==> src/source/ooo_macros.svh <==
`ifndef OOO_MACROS_SVH
`define OOO_MACROS_SVH

// datapath width
`define OOO_XLEN 32

// structure depths
`define OOO_IQ_DEPTH 4
`define OOO_ROB_DEPTH 8
`define OOO_ROB_IX_W 3  // log2 of the ROB depth
`define OOO_RS_DEPTH 2

`endif

==> src/source/ooo_isa_pkg.sv <==
package ooo_isa_pkg;

  // major opcodes of the supported RV32I subset
  typedef enum logic [6:0] {
    OPC_OP    = 7'b0110011,  // register-register
    OPC_OPIMM = 7'b0010011   // register-immediate
  } rv_opcode_e;

  typedef enum logic [1:0] {
    CLASS_NOP,    // unsupported, dropped at the queue head
    CLASS_OP,
    CLASS_OPIMM
  } op_class_e;

  typedef enum logic [3:0] {
    ALU_ADD,
    ALU_SUB,
    ALU_AND,
    ALU_OR,
    ALU_XOR,
    ALU_SLT,  // signed
    ALU_SLL,
    ALU_SRL,
    ALU_MUL   // low word only
  } alu_func_e;

endpackage

==> src/source/ooo_core_pkg.sv <==
package ooo_core_pkg;

  // reorder buffer entry
  typedef enum logic [1:0] {
    ROB_FREE,
    ROB_PENDING,  // waiting for its result on the bus
    ROB_DONE
  } rob_state_e;

  // reservation station entry
  typedef enum logic [1:0] {
    RS_EMPTY,
    RS_WAITING,  // at least one operand still tagged
    RS_READY
  } rs_state_e;

endpackage

==> src/source/reservation_station.sv <==
`timescale 1ns/10ps
`include "ooo_macros.svh"

module reservation_station (
  input  logic                     clk_100mhz,
  input  logic                     rst_n,
  input  logic                     issue,
  input  ooo_isa_pkg::alu_func_e   issue_func,
  input  logic [`OOO_ROB_IX_W-1:0] issue_tag,
  input  logic [`OOO_XLEN-1:0]     issue_imm,
  input  logic                     issue_use_imm,
  input  logic [`OOO_XLEN-1:0]     rs1_value,
  input  logic                     rs1_busy,
  input  logic [`OOO_ROB_IX_W-1:0] rs1_tag,
  input  logic [`OOO_XLEN-1:0]     rs2_value,
  input  logic                     rs2_busy,
  input  logic [`OOO_ROB_IX_W-1:0] rs2_tag,
  input  logic                     lookup1_done,
  input  logic [`OOO_XLEN-1:0]     lookup1_value,
  input  logic                     lookup2_done,
  input  logic [`OOO_XLEN-1:0]     lookup2_value,
  input  logic                     cdb_valid,
  input  logic [`OOO_ROB_IX_W-1:0] cdb_tag,
  input  logic [`OOO_XLEN-1:0]     cdb_value,
  output logic                     rs_ready,
  output logic                     exec_valid,
  output ooo_isa_pkg::alu_func_e   exec_func,
  output logic [`OOO_XLEN-1:0]     exec_a,
  output logic [`OOO_XLEN-1:0]     exec_b,
  output logic [`OOO_ROB_IX_W-1:0] exec_tag
);
  import ooo_isa_pkg::*;
  import ooo_core_pkg::*;

  localparam int D = `OOO_RS_DEPTH;
  localparam int SLOT_W = (D > 1) ? $clog2(D) : 1;

  rs_state_e                state [D];
  alu_func_e                func_q [D];
  logic [`OOO_ROB_IX_W-1:0] tag_q [D];
  logic [`OOO_XLEN-1:0]     a_val [D], b_val [D];
  logic [`OOO_ROB_IX_W-1:0] a_tag [D], b_tag [D];
  logic [D-1:0]             a_rdy, b_rdy, a_hit, b_hit;
  logic [D-1:0]             older [D];  // older[i][j] set when entry i came before j
  logic [D-1:0]             ready, pick;
  logic [SLOT_W-1:0]        free_slot;
  logic [`OOO_XLEN:0]       a_res, b_res;  // {ready, value} at capture

  // operand source at capture: register file, then ROB, then the bus this cycle
  function automatic logic [`OOO_XLEN:0] resolve(
    input logic busy, input logic [`OOO_ROB_IX_W-1:0] tag, input logic [`OOO_XLEN-1:0] rf_value,
    input logic rob_done, input logic [`OOO_XLEN-1:0] rob_value,
    input logic bus_valid, input logic [`OOO_ROB_IX_W-1:0] bus_tag,
    input logic [`OOO_XLEN-1:0] bus_value);
    if (!busy) return {1'b1, rf_value};
    if (rob_done) return {1'b1, rob_value};
    if (bus_valid && bus_tag == tag) return {1'b1, bus_value};
    return {1'b0, rf_value};
  endfunction

  always_comb begin
    a_res = resolve(rs1_busy, rs1_tag, rs1_value, lookup1_done, lookup1_value,
                    cdb_valid, cdb_tag, cdb_value);
    b_res = resolve(rs2_busy, rs2_tag, rs2_value, lookup2_done, lookup2_value,
                    cdb_valid, cdb_tag, cdb_value);
    if (issue_use_imm) b_res = {1'b1, issue_imm};
  end

  always_comb begin
    free_slot = '0;
    rs_ready  = 1'b0;
    for (int i = D - 1; i >= 0; i--) begin
      ready[i] = (state[i] == RS_READY);
      a_hit[i] = (state[i] == RS_WAITING) && cdb_valid && !a_rdy[i] && a_tag[i] == cdb_tag;
      b_hit[i] = (state[i] == RS_WAITING) && cdb_valid && !b_rdy[i] && b_tag[i] == cdb_tag;
      if (state[i] == RS_EMPTY) begin
        free_slot = SLOT_W'(i);  // lowest empty slot wins
        rs_ready  = 1'b1;
      end
    end
  end

  // oldest ready entry goes first
  always_comb begin
    logic [D-1:0] rivals;
    for (int i = 0; i < D; i++) begin
      rivals    = ready & ~older[i];
      rivals[i] = 1'b0;
      pick[i]   = ready[i] && (rivals == '0);
    end
  end

  always_comb begin
    exec_valid = |pick;
    exec_func  = ALU_ADD;
    exec_a     = '0;
    exec_b     = '0;
    exec_tag   = '0;
    for (int i = 0; i < D; i++) begin
      if (pick[i]) begin
        exec_func = func_q[i];
        exec_a    = a_val[i];
        exec_b    = b_val[i];
        exec_tag  = tag_q[i];
      end
    end
  end

  always_ff @(posedge clk_100mhz) begin
    if (!rst_n) begin
      a_rdy <= '0;
      b_rdy <= '0;
      for (int i = 0; i < D; i++) begin
        state[i] <= RS_EMPTY;
        older[i] <= '0;
      end
    end else begin
      for (int i = 0; i < D; i++) begin
        if (pick[i]) state[i] <= RS_EMPTY;
        if (a_hit[i]) a_rdy[i] <= 1'b1;
        if (b_hit[i]) b_rdy[i] <= 1'b1;
        if (state[i] == RS_WAITING && (a_rdy[i] || a_hit[i]) && (b_rdy[i] || b_hit[i]))
          state[i] <= RS_READY;
      end
      if (issue) begin
        state[free_slot] <= (a_res[`OOO_XLEN] && b_res[`OOO_XLEN]) ? RS_READY : RS_WAITING;
        a_rdy[free_slot] <= a_res[`OOO_XLEN];
        b_rdy[free_slot] <= b_res[`OOO_XLEN];
        for (int j = 0; j < D; j++) begin
          older[free_slot][j] <= 1'b0;  // newcomer is the youngest
          if (SLOT_W'(j) != free_slot) older[j][free_slot] <= 1'b1;
        end
      end
    end
  end

  always_ff @(posedge clk_100mhz) begin
    for (int i = 0; i < D; i++) begin
      if (a_hit[i]) a_val[i] <= cdb_value;
      if (b_hit[i]) b_val[i] <= cdb_value;
    end
    if (issue) begin
      func_q[free_slot] <= issue_func;
      tag_q[free_slot]  <= issue_tag;
      a_val[free_slot]  <= a_res[`OOO_XLEN-1:0];
      b_val[free_slot]  <= b_res[`OOO_XLEN-1:0];
      a_tag[free_slot]  <= rs1_tag;
      b_tag[free_slot]  <= rs2_tag;
    end
  end

endmodule

==> config.mk <==
export PLATFORM = sky130hd
export DESIGN_NAME = reservation_station
export DESIGN_NICKNAME = d
export VERILOG_FILES = /design/src/source/ooo_isa_pkg.sv /design/src/source/ooo_core_pkg.sv /design/src/source/reservation_station.sv
export VERILOG_INCLUDE_DIRS = /design/src /design/src/source
export SDC_FILE = /design/constraint.sdc
export NUM_CORES = 1
export LEC_CHECK = 0
export ABC_AREA = 0
export BUFFER_PORTS_ARGS = -buffer_cell sky130_fd_sc_hd__buf_2
export CAP_MARGIN = 20
export CELL_PAD_IN_SITES_DETAIL_PLACEMENT = 2
export CELL_PAD_IN_SITES_GLOBAL_PLACEMENT = 2
export CORE_UTILIZATION = 36
export CTS_BUF_LIST = sky130_fd_sc_hd__clkbuf_4
export DETAILED_ROUTE_END_ITERATION = 8
export GPL_ROUTABILITY_DRIVEN = 0
export PLACE_DENSITY_LB_ADDON = 0.1
export RECOVER_POWER = 50
export SYNTH_ARGS = -nofsm -noshare
export SYNTH_HDL_FRONTEND = slang
export SYNTH_SLANG_ARGS = --single-unit
==> constraint.sdc <==
create_clock -name clk_100mhz -period 11.92 [get_ports clk_100mhz]
set_input_delay 0.596 -clock clk_100mhz [delete_from_list [all_inputs] [get_ports clk_100mhz]]
set_output_delay 0.596 -clock clk_100mhz [all_outputs]
set_load 0.01 [all_outputs]
# == After elaboration in Yosys (flattened, before gate mapping) ==
# Memory sizes are Yosys's and may differ from the RTL's.
# Index checks and enable logic that the tools add are counted.
# word_totals
reg_bits,4
latch_bits,0
ram_bits,162
mem_bits_ro,0
in_bits,217
output_inout_bits,73
word_cells,157
mem_count,8
# mem_list
name,depth,word_bits,read_ports,rd_clocked_by_memory_dff,write_ports,line_no,text
a_val,2,32,2,0,3,reservation_station.sv:41,"logic [`OOO_XLEN-1:0] a_val [D], b_val [D];"
b_val,2,32,2,0,3,reservation_station.sv:41,
func_q,2,4,2,0,1,reservation_station.sv:39,alu_func_e func_q [D];
a_tag,2,3,2,0,1,reservation_station.sv:42,"logic [`OOO_ROB_IX_W-1:0] a_tag [D], b_tag [D];"
b_tag,2,3,2,0,1,reservation_station.sv:42,
tag_q,2,3,2,0,1,reservation_station.sv:40,logic [`OOO_ROB_IX_W-1:0] tag_q [D];
+2 memories,n/a,n/a,n/a,n/a,n/a,n/a,
# op_classes
n_addsub,0
mul,0
div_mod_pow,0
magnitude_cmp,2
n_eq_ne,10
shifts,0
mux,90
n_bitwise,14
n_reduce_logical,31
# ops
op,count
33-bit 2-to-1 mux,13
32-bit 2-to-1 mux,4
1-bit 2-to-1 mux,57
1-bit logical AND,20
3-bit == test,6
2-bit 2-to-1 mux,9
4-bit 2-to-1 mux,2
1-bit OR,8
3-bit 2-to-1 mux,2
2-bit bitwise mux,2
"2-bit by 1-bit == test with 1-bit output, second input constant",2
"2-bit == test, second input constant",2
1-bit logical NOT,4
2-bit logical NOT,2
1-bit logical OR,4
1-bit inverter,3
2-bit bitwise AND,1
"1-bit by 2-bit less-than comparator with 1-bit output, second input constant",1
2-bit inverter,1
2-bit OR reduction,1
1-bit bitwise AND,1
1-bit demux with 1-bit select,1
"1-bit >= comparator, second input constant",1

# == Logic depth before layout (Yosys ltp) ==
# An unclocked memory read counts as a cell.
# logic_depth
depth_word,12
depth_mapped,8
depth_no_buf,5

# == Worst setup path before layout ==
# OpenSTA, ideal clock, no wires.
# synth_timing
path_kind,input -> register
from,in cdb_tag[0]
to,"mem b_val[0][0] (netlist bit), enable pin"
setup_time_ns,0.466
t_arrival_ns,3.700
t_required_ns,11.454
slack_ns,7.754
stages,4
path_buffers,1
path_cell_list,buf_4 -> xor2_1 -> or4_1 -> o21ai_0
# synth_lines
item,line_no,text
start: declaration,reservation_station.sv:23,"input logic [`OOO_ROB_IX_W-1:0] cdb_tag,"
end: declaration,reservation_station.sv:41,

==> tab_implementation.tex <==
\begin{tabular}{lr}
\hline
Metric & Value \\
\hline
\multicolumn{2}{l}{\textbf{Routing}} \\
Routed len/inst & 24.53 um \\
Avg Vias per Cell & 5.767 \\
Initial DRC Count & 564 \\
DRT antenna net count & 0 \\
Number of remaining DRC errors & 0 \\
Detailed-route via count & 9,429 \\
Detailed-route wire length & 40,110 um \\
Iteration count of the initial detailed-routing pass & 6 \\
\multicolumn{2}{l}{\textbf{Clocking}} \\
Maximum level of the CTS H-tree & 4 \\
Maximum count of clock buffers along a single path & 2 \\
Cell at the root of the clock tree & sky130\_fd\_sc\_hd\_\_clkbuf\_4 \\
Clock transition at the registers of the reported paths & 0.16 ns \\
Number of buffers added to fix hold violations after cts & 0 \\
Worst skew pair latency & 0.59 ns \\
CTS buffer count & 17 \\
Post-CTS Resized & 0 \\
Setup repair bufs after CTS & 0 \\
CTS tree & done \\
Number of clock sinks & 164 \\
\multicolumn{2}{l}{\textbf{Synthesis}} \\
Proportion of synthesized chip area in sequential cells & 46.65\% \\
Post-Synthesis Mean Instance Area & 10.35 um2 \\
Count of unique library cells instantiated by Yosys & 53 \\
Fraction of registers with async set or reset after synthesis & 0\% \\
Flops \& latches, synth & 164 \\
Most common library cells after synthesis & sky130\_fd\_sc\_hd\_\_edfxtp\_1 (158), sky130\_fd\_sc\_hd\_\_nor2\_1 (103), sky130\_fd\_sc\_hd\_\_a21oi\_1 (96), sky130\_fd\_sc\_hd\_\_nand2\_1 (91), sky130\_fd\_sc\_hd\_\_a22o\_1 (71) \\
EDFF count, synth & 158 \\
Biggest area consumer among synthesized cells & sky130\_fd\_sc\_hd\_\_edfxtp\_1 \\
Area fraction of the dominant cell type after synthesis & 45.49\% \\
Synthesized Nets & 1,225 \\
Post-Syn Instances & 1,008 \\
Top post-synthesis cells by area & sky130\_fd\_sc\_hd\_\_edfxtp\_1 (45\%), sky130\_fd\_sc\_hd\_\_a221o\_1 (6.1\%), sky130\_fd\_sc\_hd\_\_a22o\_1 (6.0\%) \\
Top FF cell, synth & sky130\_fd\_sc\_hd\_\_edfxtp\_1 \\
Post-Synthesis Cell Area & 10,430 um2 \\
Top-count cell post-synth & sky130\_fd\_sc\_hd\_\_edfxtp\_1 \\
Ys Warns & 0 \\
\multicolumn{2}{l}{\textbf{Cells and area}} \\
Fraction of layout instances using a drive strength above 1 & 31.71\% \\
Area of combinational cells with multiple inputs & 5100 um2 \\
\# nets final & 1,456 \\
Total area of sequential cells & 4865 um2 \\
Count of non-filler cells in the finished layout & 1,635 \\
Layout area overhead & 18.48\% \\
Fill cell count & 3,072 \\
\multicolumn{2}{l}{\textbf{Timing}} \\
Share of the clock period used by the worst path after layout & 55.84\% \\
Fmax achieved & 150.2 MHz \\
Slew Limit Headroom & -174.9\% \\
Setup violators final & 0 \\
Final hold violations & 0 \\
Worst-case clock skew & 0.02265 ns \\
Min Tclk post-route & 6.656 ns \\
Slew Viols, Final & 304 \\
Transition time of the tightest slew-check pin & 4.124 ns \\
Setup repair after global routing missed its margin & no \\
Fin Setup TNS & 0 ns \\
\multicolumn{2}{l}{\textbf{Flow run}} \\
Max Cap Violations & 9 \\
\multicolumn{2}{l}{\textbf{Floorplan}} \\
Die Y & 172.2 um \\
Initial core utilization & 37.03\% \\
Core area & 28,160 um2 \\
Cell row count & 61 \\
Top-Level Pins & 290 \\
Die width & 172.2 um \\
Die footprint & 29,650 um2 \\
\multicolumn{2}{l}{\textbf{GRT}} \\
Pin count of the biggest net entering global routing & 74 \\
Wire length of the first global-routing pass & 59,750 um \\
Number of global-route vias before repair & 10,230 \\
GRT Total Usage & 27.27\% \\
Total grt overflow & 0 \\
Number of antenna violations at the first check in global routing & 7 \\
\multicolumn{2}{l}{\textbf{Status}} \\
Result of the run & finished with violations \\
Failing checks & max-capacitance violations, max-slew violations \\
\multicolumn{2}{l}{\textbf{Power and ir drop}} \\
Power dissipated by switching net loads & 0.5646 mW \\
Highest ir drop seen on vdd & 0.05522 mV \\
Switching Share & 35.04\% \\
Leakage power & 4.771 nW \\
Int Pwr & 1.047 mW \\
Share of power burned in combinational logic & 31.1\% \\
Reg power frac & 46.1\% \\
Cell area power density & 130.4 nW/um2 \\
Fraction of power consumed by the clock network & 22.8\% \\
\multicolumn{2}{l}{\textbf{Worst setup path}} \\
Crit Path Max Fanout & 39 \\
Crit path capture type & flop \\
Critical Setup Path Class & reg -> reg \\
Type of origin of the critical path & flop \\
Arrival @ worst endpoint & 6.97 ns \\
Crit path required time & 12.23 ns \\
Worst-case register-to-register setup slack & 5.26 ns \\
\multicolumn{2}{l}{\textbf{Min path}} \\
Class of the tightest hold or removal check & in -> reg \\
\multicolumn{2}{l}{\textbf{Placed design}} \\
Final HPWL DP & 26,340 um \\
Total instance count after detailed placement & 1,596 \\
Count of input and output buffers & 289 \\
\hline
\end{tabular}
==> power groups by stage <==
| stage | clock network [mW] | logic [mW] | registers, mW |
|---|---|---|---|
| 3_5_place_dp | 0 | 0.496 | 0.754 |
| 5_1_grt | 0.388 | 0.541 | 0.750 |
| 3_3_place_gp | 0 | 0.483 | 0.750 |
| 4_1_cts | 0.371 | 0.500 | 0.741 |
| 6_report | 0.367 | 0.501 | 0.743 |
| 2_1_floorplan | 0 | 0.299 | 0.749 |
==> registers in the layout, indices dropped and copies added (netlist names) <==
name and cells:
state 4, b_tag 6, a_val 64, older 2, a_rdy 2, tag_q 6, b_val 64, func_q 8
b_rdy 2, a_tag 6
==> worst max-delay path: stages (launching register included) <==
cell	delay (ns)
sky130_fd_sc_hd__edfxtp_1	0.48
sky130_fd_sc_hd__or2_0	0.28
sky130_fd_sc_hd__nand3_1	1.25
sky130_fd_sc_hd__clkbuf_1	1.77
sky130_fd_sc_hd__o21ai_0	1.85
sky130_fd_sc_hd__buf_4	0.70
==> worst paths after layout <==
check,startpoint,endpoint,cells past startpoint
worst max-delay path,state[0][1],a_val[1][31],5
worst min-delay path,issue_tag[0],tag_q[0][0],1
worst max register to register,state[0][1],a_val[1][31],5
worst min register to register,older[0][1],older[0][1],1
==> metrics by stage <==
step / setup slack (ns) / cell area, um2 / hold slack (ns) / power [mW] / util (%)
3_5_place_dp: 8.528 / 12060 / 0.5072 / 1.251 / 42.82
4_1_cts: 7.911 / 12360 / 0.1560 / 1.612 / 43.87
3_3_place_gp: 8.599 / 12060 / 0.4560 / 1.233 / 42.82
6_report: 5.264 / 12360 / 0.1819 / 1.611 / 43.87
2_1_floorplan: 7.754 / 10430 / 0.4386 / 1.048 / -
5_1_grt: 4.892 / 12350 / 0.1488 / 1.679 / 43.86
==> layout by cell type, fill, tap and decap left out, types with 7 or more instances in the layout <==
cell	synthesis	routed
sky130_fd_sc_hd__clkbuf_1	60	15
sky130_fd_sc_hd__edfxtp_1	158	158
sky130_fd_sc_hd__a21oi_1	96	96
sky130_fd_sc_hd__a22o_1	71	71
sky130_fd_sc_hd__a221o_1	64	64
sky130_fd_sc_hd__nor2b_1	35	34
sky130_fd_sc_hd__xnor2_1	10	10
sky130_fd_sc_hd__nor2_1	103	102
sky130_fd_sc_hd__inv_1	8	8
sky130_fd_sc_hd__inv_6	0	7
sky130_fd_sc_hd__clkbuf_4	0	17
sky130_fd_sc_hd__a21oi_2	28	28
sky130_fd_sc_hd__mux2_4	28	28
sky130_fd_sc_hd__nand2b_1	35	35
sky130_fd_sc_hd__nor3_1	59	59
sky130_fd_sc_hd__buf_4	5	9
sky130_fd_sc_hd__buf_2	14	278
sky130_fd_sc_hd__mux2i_1	58	58
sky130_fd_sc_hd__nand2_1	91	91
==> layout make-up <==
class                           instances  area share (%)
Clock inverter                         15           1.357
Multi-Input combinational cell        742           41.28
Timing Repair Buffer                  304           12.71
Tap cell                              378           3.828
Inverter                               10          0.3241
Clock buffer                           17           1.033
Sequential cell                       164           39.37
Antenna cell                            5          0.1013
==> routing by layer <==
layer / part of all wire [%] / GRT usage, % / vias to the layer above
met5: 0.095 / 0 / -
met4: 1.8 / 8.696 / 6
met3: 5.7 / 3.891 / 56
li1: - / - / 4267
met2: 50 / 49.30 / 353
met1: 42 / 33.15 / 4747
==> cell families after synthesis <==
group | Yosys count | share of synthesized area, %
compound gates | 291 | 21.51
flops | 164 | 46.65
mux | 87 | 9.706
buf+inv | 102 | 4.955
simple gates | 346 | 15.53
xor+xnor | 18 | 1.656
(Power assumes the default switching activity.)
